**src/hw/rvCorePkg.sv**
```systemverilog
// widths, major opcodes, funct fields and ALU operation codes
// shared by the RV32I arithmetic pipeline
package rvCorePkg;

    // data path width
    localparam int XLEN = 32;

    // register index width, fixed by the instruction format
    localparam int REG_ADDR_W = 5;

    // ------------------------------
    // major opcodes
    // ------------------------------
    // register-register arithmetic
    localparam logic [6:0] OPC_OP     = 7'b0110011;
    // register-immediate arithmetic
    localparam logic [6:0] OPC_OP_IMM = 7'b0010011;

    // funct7 values, base and alternate (SUB, SRA, SRAI)
    localparam logic [6:0] F7_BASE = 7'b0000000;
    localparam logic [6:0] F7_ALT  = 7'b0100000;

    // funct3 values of the arithmetic group
    localparam logic [2:0] F3_ADD  = 3'b000;
    localparam logic [2:0] F3_SLL  = 3'b001;
    localparam logic [2:0] F3_SLT  = 3'b010;
    localparam logic [2:0] F3_SLTU = 3'b011;
    localparam logic [2:0] F3_XOR  = 3'b100;
    localparam logic [2:0] F3_SR   = 3'b101;
    localparam logic [2:0] F3_OR   = 3'b110;
    localparam logic [2:0] F3_AND  = 3'b111;

    // ------------------------------
    // ALU operations, decode to execute
    // ------------------------------
    typedef enum logic [3:0] {
        ALU_ADD  = 4'd0,
        ALU_SUB  = 4'd1,
        ALU_SLL  = 4'd2,
        ALU_SLT  = 4'd3,
        ALU_SLTU = 4'd4,
        ALU_XOR  = 4'd5,
        ALU_SRL  = 4'd6,
        ALU_SRA  = 4'd7,
        ALU_OR   = 4'd8,
        ALU_AND  = 4'd9
    } aluOpT;

endpackage
```
**src/hw/rvCoreTop.sv**
```systemverilog
// pipeline top: decode, register file, execute, writeback
module rvCoreTop #(
    parameter int numRegs = 32
) (
    input  logic                             clk_i,
    input  logic                             rst_i,
    input  logic                             instrValid_i,
    input  logic [rvCorePkg::XLEN-1:0]       instr_i,
    output logic                             wbValid_o,
    output logic [rvCorePkg::REG_ADDR_W-1:0] wbAddr_o,
    output logic [rvCorePkg::XLEN-1:0]       wbData_o,
    output logic                             hazard_o,
    output logic                             illegal_o
);
    import rvCorePkg::*;

    // decode to register file
    logic [REG_ADDR_W-1:0] rs1Addr;
    logic [REG_ADDR_W-1:0] rs2Addr;
    logic                  rs2Used;
    logic                  hazard;
    // decode to execute, issue also feeds the scoreboard
    logic                  issue;
    logic [REG_ADDR_W-1:0] rdAddr;
    aluOpT                 aluOp;
    logic [XLEN-1:0]       imm;
    logic                  useImm;
    // read data
    logic [XLEN-1:0]       rdDataA;
    logic [XLEN-1:0]       rdDataB;
    // execute to writeback
    logic                  exValid;
    logic [REG_ADDR_W-1:0] exRd;
    logic [XLEN-1:0]       exResult;
    // writeback to register file
    logic                  wrEn;
    logic [REG_ADDR_W-1:0] wrAddr;
    logic [XLEN-1:0]       wrData;

    rvDecode #(.numRegs(numRegs)) decode (
        .clk_i(clk_i), .rst_i(rst_i),
        .instrValid_i(instrValid_i), .instr_i(instr_i),
        .rs1Addr_o(rs1Addr), .rs2Addr_o(rs2Addr), .rs2Used_o(rs2Used),
        .hazard_i(hazard),
        .issue_o(issue), .rdAddr_o(rdAddr), .aluOp_o(aluOp),
        .imm_o(imm), .useImm_o(useImm),
        .hazard_o(hazard_o), .illegal_o(illegal_o)
    );

    rvRegFile #(.numRegs(numRegs)) regFile (
        .clk_i(clk_i), .rst_i(rst_i),
        .rs1Addr_i(rs1Addr), .rs2Addr_i(rs2Addr), .rs2Used_i(rs2Used),
        .hazard_o(hazard),
        .issue_i(issue), .issueRd_i(rdAddr),
        .wrEn_i(wrEn), .wrAddr_i(wrAddr), .wrData_i(wrData),
        .rdDataA_o(rdDataA), .rdDataB_o(rdDataB)
    );

    rvExecute execute (
        .clk_i(clk_i), .rst_i(rst_i),
        .valid_i(issue), .rd_i(rdAddr), .aluOp_i(aluOp),
        .imm_i(imm), .useImm_i(useImm),
        .rdDataA_i(rdDataA), .rdDataB_i(rdDataB),
        .valid_o(exValid), .rd_o(exRd), .result_o(exResult)
    );

    rvWriteback writeback (
        .clk_i(clk_i), .rst_i(rst_i),
        .valid_i(exValid), .rd_i(exRd), .result_i(exResult),
        .wrEn_o(wrEn), .wrAddr_o(wrAddr), .wrData_o(wrData),
        .wbValid_o(wbValid_o), .wbAddr_o(wbAddr_o), .wbData_o(wbData_o)
    );

endmodule

```
**src/hw/rvWriteback.sv**
```systemverilog
// writeback stage: retire register feeding the
// register file write port and the result port
module rvWriteback (
    input  logic                             clk_i,
    input  logic                             rst_i,
    input  logic                             valid_i,
    input  logic [rvCorePkg::REG_ADDR_W-1:0] rd_i,
    input  logic [rvCorePkg::XLEN-1:0]       result_i,
    output logic                             wrEn_o,
    output logic [rvCorePkg::REG_ADDR_W-1:0] wrAddr_o,
    output logic [rvCorePkg::XLEN-1:0]       wrData_o,
    output logic                             wbValid_o,
    output logic [rvCorePkg::REG_ADDR_W-1:0] wbAddr_o,
    output logic [rvCorePkg::XLEN-1:0]       wbData_o
);
    import rvCorePkg::*;

    logic                  validQ;
    logic [REG_ADDR_W-1:0] rdQ;
    logic [XLEN-1:0]       dataQ;

    // retire register
    always_ff @(posedge clk_i)
    begin
        if (rst_i)
            validQ <= 1'b0;
        else
            validQ <= valid_i;
    end

    always_ff @(posedge clk_i)
    begin
        rdQ   <= rd_i;
        dataQ <= result_i;
    end

    // ------------------------------
    // both ports from one register
    // ------------------------------
    // x0 result still reported, never written
    assign wrEn_o    = validQ && (rdQ != '0);
    assign wrAddr_o  = rdQ;
    assign wrData_o  = dataQ;
    assign wbValid_o = validQ;
    assign wbAddr_o  = rdQ;
    assign wbData_o  = dataQ;

endmodule

```
**src/hw/rvExecute.sv**
```systemverilog
// execute stage: operand alignment and registered ALU
// for the arithmetic and shift operations
module rvExecute (
    input  logic                             clk_i,
    input  logic                             rst_i,
    input  logic                             valid_i,
    input  logic [rvCorePkg::REG_ADDR_W-1:0] rd_i,
    input  rvCorePkg::aluOpT                 aluOp_i,
    input  logic [rvCorePkg::XLEN-1:0]       imm_i,
    input  logic                             useImm_i,
    input  logic [rvCorePkg::XLEN-1:0]       rdDataA_i,
    input  logic [rvCorePkg::XLEN-1:0]       rdDataB_i,
    output logic                             valid_o,
    output logic [rvCorePkg::REG_ADDR_W-1:0] rd_o,
    output logic [rvCorePkg::XLEN-1:0]       result_o
);
    import rvCorePkg::*;

    // control held one edge while the register file reads
    logic                  validQ;
    logic [REG_ADDR_W-1:0] rdQ;
    aluOpT                 aluOpQ;
    logic [XLEN-1:0]       immQ;
    logic                  useImmQ;
    logic [XLEN-1:0]       opB;
    logic [4:0]            shamt;
    logic [XLEN-1:0]       aluOut;

    // ------------------------------
    // alignment stage
    // ------------------------------
    always_ff @(posedge clk_i)
    begin
        if (rst_i)
            validQ <= 1'b0;
        else
            validQ <= valid_i;
    end

    always_ff @(posedge clk_i)
    begin
        rdQ     <= rd_i;
        aluOpQ  <= aluOp_i;
        immQ    <= imm_i;
        useImmQ <= useImm_i;
    end

    // ------------------------------
    // ALU
    // ------------------------------
    assign opB   = useImmQ ? immQ : rdDataB_i;
    // shift amount from the low bits only
    assign shamt = opB[4:0];

    always_comb
    begin
        case (aluOpQ)
            ALU_ADD:  aluOut = rdDataA_i + opB;
            ALU_SUB:  aluOut = rdDataA_i - opB;
            ALU_SLL:  aluOut = rdDataA_i << shamt;
            ALU_SLT:  aluOut = {{(XLEN-1){1'b0}}, $signed(rdDataA_i) < $signed(opB)};
            ALU_SLTU: aluOut = {{(XLEN-1){1'b0}}, rdDataA_i < opB};
            ALU_XOR:  aluOut = rdDataA_i ^ opB;
            ALU_SRL:  aluOut = rdDataA_i >> shamt;
            ALU_SRA:  aluOut = $unsigned($signed(rdDataA_i) >>> shamt);
            ALU_OR:   aluOut = rdDataA_i | opB;
            default:  aluOut = rdDataA_i & opB;
        endcase
    end

    // result register
    always_ff @(posedge clk_i)
    begin
        if (rst_i)
            valid_o <= 1'b0;
        else
            valid_o <= validQ;
    end

    always_ff @(posedge clk_i)
    begin
        rd_o     <= rdQ;
        result_o <= aluOut;
    end

endmodule

```
**src/hw/rvRegFile.sv**
```systemverilog
// register array with registered reads, write port
// and the pending-write scoreboard
module rvRegFile #(
    parameter int numRegs = 32
) (
    input  logic                             clk_i,
    input  logic                             rst_i,
    input  logic [rvCorePkg::REG_ADDR_W-1:0] rs1Addr_i,
    input  logic [rvCorePkg::REG_ADDR_W-1:0] rs2Addr_i,
    input  logic                             rs2Used_i,
    output logic                             hazard_o,
    input  logic                             issue_i,
    input  logic [rvCorePkg::REG_ADDR_W-1:0] issueRd_i,
    input  logic                             wrEn_i,
    input  logic [rvCorePkg::REG_ADDR_W-1:0] wrAddr_i,
    input  logic [rvCorePkg::XLEN-1:0]       wrData_i,
    output logic [rvCorePkg::XLEN-1:0]       rdDataA_o,
    output logic [rvCorePkg::XLEN-1:0]       rdDataB_o
);
    import rvCorePkg::*;

    logic [XLEN-1:0]       regs [numRegs];
    // one bit per register with a write in flight
    logic [numRegs-1:0]    pendingQ;
    // read indices, captured at the issue edge
    logic [REG_ADDR_W-1:0] idxAQ;
    logic [REG_ADDR_W-1:0] idxBQ;
    // retire tracking, two stages behind the issue strobe
    logic                  rtValid1Q;
    logic                  rtValid2Q;
    logic [REG_ADDR_W-1:0] rtRd1Q;
    logic [REG_ADDR_W-1:0] rtRd2Q;

    // source busy: pending bit or the op issued last edge
    function automatic logic srcBusy(input logic [REG_ADDR_W-1:0] idx,
                                     input logic [numRegs-1:0]    pend,
                                     input logic                  newIssue,
                                     input logic [REG_ADDR_W-1:0] newRd);
        logic hit;
        hit = 1'b0;
        if (idx != '0 && int'(idx) < numRegs)
            hit = pend[idx] || (newIssue && newRd == idx);
        return hit;
    endfunction

    // ------------------------------
    // hazard from the incoming sources
    // ------------------------------
    assign hazard_o = srcBusy(rs1Addr_i, pendingQ, issue_i, issueRd_i) ||
                      (rs2Used_i && srcBusy(rs2Addr_i, pendingQ, issue_i, issueRd_i));

    // ------------------------------
    // scoreboard
    // ------------------------------
    // bit set one edge after issue, covered meanwhile by the
    // issue_i term above; cleared three edges after the sample
    always_ff @(posedge clk_i)
    begin
        if (rst_i)
        begin
            pendingQ  <= '0;
            rtValid1Q <= 1'b0;
            rtValid2Q <= 1'b0;
        end
        else
        begin
            rtValid1Q <= issue_i && issueRd_i != '0;
            rtValid2Q <= rtValid1Q;
            if (rtValid2Q)
                pendingQ[rtRd2Q] <= 1'b0;
            // a fresh set on the same index overrides the clear
            if (issue_i && issueRd_i != '0)
                pendingQ[issueRd_i] <= 1'b1;
        end
    end

    always_ff @(posedge clk_i)
    begin
        rtRd1Q <= issueRd_i;
        rtRd2Q <= rtRd1Q;
    end

    // ------------------------------
    // array write, x0 stays zero
    // ------------------------------
    always_ff @(posedge clk_i)
    begin
        if (rst_i)
        begin
            for (int i = 0; i < numRegs; i++)
                regs[i] <= '0;
        end
        else if (wrEn_i && wrAddr_i != '0)
            regs[wrAddr_i] <= wrData_i;
    end

    // registered read, one edge after issue
    always_ff @(posedge clk_i)
    begin
        idxAQ     <= rs1Addr_i;
        idxBQ     <= rs2Addr_i;
        rdDataA_o <= (int'(idxAQ) < numRegs) ? regs[idxAQ] : '0;
        rdDataB_o <= (int'(idxBQ) < numRegs) ? regs[idxBQ] : '0;
    end

    // every retiring write was marked pending until its retire edge
    assert property (@(posedge clk_i) disable iff (rst_i)
        wrEn_i |-> |($past(pendingQ) & ({{(numRegs-1){1'b0}}, 1'b1} << wrAddr_i)))
        else $error("write to a register with no pending bit");

endmodule

```
**src/hw/rvDecode.sv**
```systemverilog
// decode stage: field split, legality check, hazard drop
// and the issue register feeding execute
module rvDecode #(
    parameter int numRegs = 32
) (
    input  logic                             clk_i,
    input  logic                             rst_i,
    input  logic                             instrValid_i,
    input  logic [rvCorePkg::XLEN-1:0]       instr_i,
    output logic [rvCorePkg::REG_ADDR_W-1:0] rs1Addr_o,
    output logic [rvCorePkg::REG_ADDR_W-1:0] rs2Addr_o,
    output logic                             rs2Used_o,
    input  logic                             hazard_i,
    output logic                             issue_o,
    output logic [rvCorePkg::REG_ADDR_W-1:0] rdAddr_o,
    output rvCorePkg::aluOpT                 aluOp_o,
    output logic [rvCorePkg::XLEN-1:0]       imm_o,
    output logic                             useImm_o,
    output logic                             hazard_o,
    output logic                             illegal_o
);
    import rvCorePkg::*;

    logic [6:0]            opcode;
    logic [2:0]            funct3;
    logic [6:0]            funct7;
    logic [REG_ADDR_W-1:0] rd;
    logic                  isOp;
    logic                  isOpImm;
    logic                  badFunct7;
    logic                  badIndex;
    logic                  illegal;
    aluOpT                 aluOp;

    // ------------------------------
    // field split
    // ------------------------------
    assign opcode  = instr_i[6:0];
    assign rd      = instr_i[11:7];
    assign funct3  = instr_i[14:12];
    assign funct7  = instr_i[31:25];
    assign isOp    = (opcode == OPC_OP);
    assign isOpImm = (opcode == OPC_OP_IMM);

    // source indices go straight to the scoreboard
    assign rs1Addr_o = instr_i[19:15];
    assign rs2Addr_o = instr_i[24:20];
    // rs2 only read by register-register forms
    assign rs2Used_o = isOp;

    // funct7 legality
    always_comb
    begin
        badFunct7 = 1'b0;
        if (isOp)
            // alternate encoding only for SUB and SRA
            badFunct7 = !(funct7 == F7_BASE ||
                          (funct7 == F7_ALT && (funct3 == F3_ADD || funct3 == F3_SR)));
        else if (isOpImm && funct3 == F3_SLL)
            badFunct7 = (funct7 != F7_BASE);
        else if (isOpImm && funct3 == F3_SR)
            // shamt sits in the low bits, upper bits pick SRLI or SRAI
            badFunct7 = (funct7 != F7_BASE && funct7 != F7_ALT);
    end

    // indices past the configured register count, RV32E case
    assign badIndex = (int'(rd) >= numRegs) || (int'(rs1Addr_o) >= numRegs) ||
                      (isOp && int'(rs2Addr_o) >= numRegs);

    assign illegal = !(isOp || isOpImm) || badFunct7 || badIndex;

    // funct3/funct7 to ALU operation
    always_comb
    begin
        case (funct3)
            F3_ADD:  aluOp = (isOp && funct7 == F7_ALT) ? ALU_SUB : ALU_ADD;
            F3_SLL:  aluOp = ALU_SLL;
            F3_SLT:  aluOp = ALU_SLT;
            F3_SLTU: aluOp = ALU_SLTU;
            F3_XOR:  aluOp = ALU_XOR;
            F3_SR:   aluOp = (funct7 == F7_ALT) ? ALU_SRA : ALU_SRL;
            F3_OR:   aluOp = ALU_OR;
            default: aluOp = ALU_AND;
        endcase
    end

    // ------------------------------
    // outcome pulses, illegal before hazard
    // ------------------------------
    always_ff @(posedge clk_i)
    begin
        if (rst_i)
        begin
            issue_o   <= 1'b0;
            hazard_o  <= 1'b0;
            illegal_o <= 1'b0;
        end
        else
        begin
            issue_o   <= instrValid_i && !illegal && !hazard_i;
            hazard_o  <= instrValid_i && !illegal && hazard_i;
            illegal_o <= instrValid_i && illegal;
        end
    end

    // operation payload, qualified by issue_o downstream
    always_ff @(posedge clk_i)
    begin
        rdAddr_o <= rd;
        aluOp_o  <= aluOp;
        // I-immediate, sign extended
        imm_o    <= {{(XLEN-12){instr_i[31]}}, instr_i[31:20]};
        useImm_o <= isOpImm;
    end

    // one outcome per sampled instruction
    assert property (@(posedge clk_i) disable iff (rst_i)
        $onehot0({issue_o, hazard_o, illegal_o}))
        else $error("decode raised more than one outcome");

endmodule

```
**config.mk**
```make
export PLATFORM = sky130hd
export DESIGN_NAME = rvCoreTop
export DESIGN_NICKNAME = d
export VERILOG_FILES = /design/src/hw/rvCorePkg.sv /design/src/hw/rvCoreTop.sv /design/src/hw/rvWriteback.sv /design/src/hw/rvExecute.sv /design/src/hw/rvRegFile.sv /design/src/hw/rvDecode.sv
export SDC_FILE = /design/constraint.sdc
export NUM_CORES = 2
export LEC_CHECK = 0
export BUFFER_PORTS_ARGS = -buffer_cell sky130_fd_sc_hd__buf_2
export CELL_PAD_IN_SITES_DETAIL_PLACEMENT = 1
export CELL_PAD_IN_SITES_GLOBAL_PLACEMENT = 2
export CORE_UTILIZATION = 30
export CTS_CLUSTER_DIAMETER = 120
export DETAILED_ROUTE_END_ITERATION = 7
export PLACE_DENSITY = 0.6
export SYNTH_ARGS = -nofsm -noshare
export SYNTH_HDL_FRONTEND = slang
export SYNTH_SLANG_ARGS = --single-unit
```
**constraint.sdc**
```tcl
create_clock -name clk_i -period 5.4 [get_ports clk_i]
set_clock_uncertainty 0.05 [all_clocks]
set_input_delay 0.54 -clock clk_i [delete_from_list [all_inputs] [get_ports clk_i]]
set_output_delay 0.54 -clock clk_i [all_outputs]
set_load 0.05 [all_outputs]
```
==> flow_metrics.tcl <==
set metrics [dict create \
    overflow 0 \
    max_cap_violations 0 \
    root_buffer "clkbuf_16" \
    crit_path_max_incr_delay_ns 0.90 \
    h-tree-depth 4 \
    synthCells 4928 \
    die_h_um 481 \
    initial_utilization_pct 30.3 \
    min-delay-start "execute.rdQ[3]$_DFF_P_" \
    setup-tns-final_ns 0 \
    vdd_drop_max_mv 0.349 \
    nets 5094 \
    rsz0062_at_grt "false" \
    drc_errors 0 \
    status "finished, final reports clean" \
    cts_tree "done" \
    hold_viol 0 \
    rrSetupSlack_ns 0.54 \
    wl_per_cell_um 34.2 \
    cts_inserted_buffers 151 \
    fin_crit_sh_pct 90.0 \
    p_sw_uw 8850 \
    cp-end-kind "flip-flop" \
    grt.total_usage_pct 24.0 \
    min_path_cells 0 \
    num_rows 175 \
    synth_area_sq_um 69000 \
    wirelength_mm 278 \
    clkTransAtPathRegs_ns 0.06 \
    power_frac_seq_pct 41.8 \
    fin_crit_ns 4.86 \
    postRouteAntennaNets 0 \
    power.density_nw_per_um2 349 \
    r2r.worst_path.cells 15 \
    worstHoldEndpoint "execute.rd_o[3]$_DFF_P_" \
    place_hpwl_mm 178 \
    grt_pass1_wl_mm 387 \
    crit_family "compound AO/OA/AOI/OAI gates" \
    crit_top_cell "a21oi_1" \
    ioPinCount 75 \
    cp.required_ns 6.11 \
    r2r_end "execute.result_o[0]$_DFF_P_" \
    coreArea_sq_um 228000 \
    layout.cells.non_filler 8108 \
    worst_pin_slew_ns 1.16 \
    slew_headroom_pct 22.6 \
    cts-resized-gates 0 \
    leakage_uw 0.0283 \
    drv_slew 0 \
    power_uw 27600 \
    yosys_most_used_dff "edfxtp_1" \
    pwr-share-comb_pct 21.2 \
    crit_start "execute.useImmQ$_DFF_P_" \
    grt_start_max_net_pins 57 \
    internal-power_uw 18700 \
    antenna_found_initial 34 \
    worstPathMaxFanout 21 \
    setup_viol 0 \
    syn_area_per_cell_sq_um 14.0 \
    hp-class "reg -> reg" \
    fin_hold_ws_ns 0.271 \
    place_area_sq_um 73800 \
    switching_share_pct 32.1 \
    drive_above_1_share_pct 26.9 \
    insertion_delay_ns 0.84 \
    synthArstFlopShare_pct 0 \
    floorplan.die_area_sq_um 232000 \
    crit_buf_inv 3 \
    max_freq_mhz 206 \
    dieWidth_um 481 \
    firstDrtPassIters 5 \
    worstPathCellList "and2_1 -> buf_4 -> a21oi_1 -> ha_1 -> buf_4 -> inv_1 -> a21oi_1 -> nand2_1 -> or3_1 -> o211ai_1 -> a21oi_1 -> a221o_1 -> a2111oi_0 -> a311oi_1 -> a21oi_1" \
    clock_sinks 1251 \
    ys_types 90 \
    drtIter0Drc 5383 \
    placed_cells 7786 \
    ys_seq_area_share_pct 51.2 \
    cts.path.max_buffers 3 \
    critical_path_class "reg -> reg" \
    final_cell_area_sq_um 78900 \
    gp_congestion 0.901 \
    synth_warnings 0 \
    clock_power_share_pct 37.0 \
    vias 46100 \
    worstPathArrival_ns 5.57 \
    worst_r2r_startpoint "execute.useImmQ$_DFF_P_" \
    via_per_inst 5.68 \
    grt_pass1_vias 47700 \
    slowest_stage "dfxtp_1" \
    synth_enable_flop_cells 1024 \
    synthToLayoutAreaGrowth_pct 14.5 \
    port_buffers 74 \
    start_kind "flip-flop" \
    synth-seq-cells 1251 \
]
## metal layers
layer / vias up / global-route usage [%] / part of all wire (%)
met2: 1875 / 38.8 / 48
li1: 18900 / - / -
met4: 10 / 7.29 / 2.8
met5: - / 0 / 0.021
met1: 24900 / 33.0 / 43
met3: 371 / 3.61 / 6.7
## sequential cells by signal, summed over array words and instances, names as in the netlist, 4 cells and up
signal,cells
execute.result_o,32
writeback.wbAddr_o,5
regFile.regs,1024
regFile.idxAQ,5
regFile.rdDataB_o,32
decode.aluOp_o,4
execute.rdQ,5
regFile.idxBQ,4
writeback.wbData_o,32
decode.imm_o,8
regFile.pendingQ,32
decode.rdAddr_o,5
execute.aluOpQ,4
execute.immQ,12
execute.rd_o,5
regFile.rdDataA_o,32
## what timing repair did
action,CTS,global route
endpoints found under the hold margin,29,0
hold buffers,30,0
setup buffers,0,0
setup endpoints to repair,0,0
## stage by stage
stage                     setup WS, ns  util (%)
after CTS                        0.612      34.6
final                            0.542      34.6
after detailed placement         0.608      32.4
after global placement           0.642      32.4
after global routing             0.338      34.6
after floorplan                   1.04         -
## layout make-up
cell class	instances	area [sq um]
fillers	23500	149000
flip-flops and latches	1251	35300
multi-input cells	3144	31900
clock buffers	198	4000
well taps	3009	3760
repair buffers	310	2750
clock inverters	78	830
inverters	102	385
diodes	16	40.0
## synth_stat cells (7+ instances only)
library cell     n  area [sq um]
a21o_1          25           188
o21bai_1        19           143
nor4_1          11          68.8
a211oi_1        18           135
mux2i_1         77           771
a22oi_1         17           128
mux2_2          68           766
or2_2           36           225
inv_1           95           357
o31ai_1          7          52.6
a221oi_1        12           105
nand2b_1        16           100
o211ai_1        15           113
nand3b_1        33           248
buf_2           17          85.1
a31oi_1         37           231
nand2_1        155           582
o21ai_1          8          40.0
nor2b_1         30           188
mux4_2         690         15500
a21oi_1        147           736
buf_1           66           248
xor2_1          12           105
and2_1        1000          6260
o22ai_1         20           125
ha_1            97          1210
nor3_1          35           175
dfxtp_1        227          4540
nand3_1         28           140
a222oi_1         9          90.1
o221ai_1        10          87.6
edfxtp_1      1024         30700
clkbuf_1       371          1390
nor3b_1          7          52.6
nor2_1         186           698
o32ai_1          7          61.3
xnor2_1         25           219
o21ai_0        135           676
## kinds of logic after synthesis
kind of cell / count (synthesis) / synth area share, %
simple gates: 1567 / 13.0
flops: 1251 / 51.2
mux: 842 / 25.0
compound gates: 567 / 5.37
buf+inv: 564 / 3.18
fa+ha+maj: 99 / 1.82
xor+xnor: 37 / 0.470
other cells: 1 / 0.00544
## cell usage in the layout, fill, tap and decap left out, drive strengths merged, types with 9 or more instances in the layout
cell,synthesis,layout
dfxtp,227,227
a222oi,9,9
nor4,11,11
and2,1000,1000
nand2b,16,16
a211oi,21,21
conb,1,32
nor2b,30,30
o211ai,15,15
nand2,155,155
nand3,28,28
mux2i,81,81
dlygate4sd3,0,30
diode,0,16
a221oi,16,16
o221ai,10,10
clkbuf,371,198
a31oi,37,37
o21bai,19,19
xnor2,25,25
edfxtp,1024,1024
clkinv,2,51
or2,37,37
o21ai,143,143
a21oi,149,149
a22oi,19,19
nor3,36,36
bufinv,0,11
o22ai,20,20
a21o,25,25
mux4,693,693
nor2,187,187
xor2,12,12
inv,100,114
mux2,68,68
buf,91,280
ha,97,97
nand3b,33,33
## worst max-delay path by stage
| stage | endpoint | depth (start not counted) |
|---|---|---|
| 6_report | execute.result_o[0]$_DFF_P_ | 15 |
| 5_1_grt | execute.result_o[0]$_DFF_P_ | 14 |
| 4_1_cts | execute.result_o[27]$_DFF_P_ | 12 |
| 3_5_place_dp | execute.result_o[27]$_DFF_P_ | 12 |
| 3_3_place_gp | execute.result_o[27]$_DFF_P_ | 12 |
| 2_1_floorplan | execute.result_o[27]$_DFF_P_ | 16 |
## power groups by stage
stage / logic [uW] / registers (uW) / clock network, uW
CTS: 5820 / 11500 / 10400
global placement: 5790 / 11700 / 0
floorplan: 3370 / 11600 / 0
finish: 5840 / 11500 / 10200
global route: 6160 / 11600 / 10700
detailed placement: 5790 / 11700 / 0
Note: power is estimated with default switching activity, not from simulation.
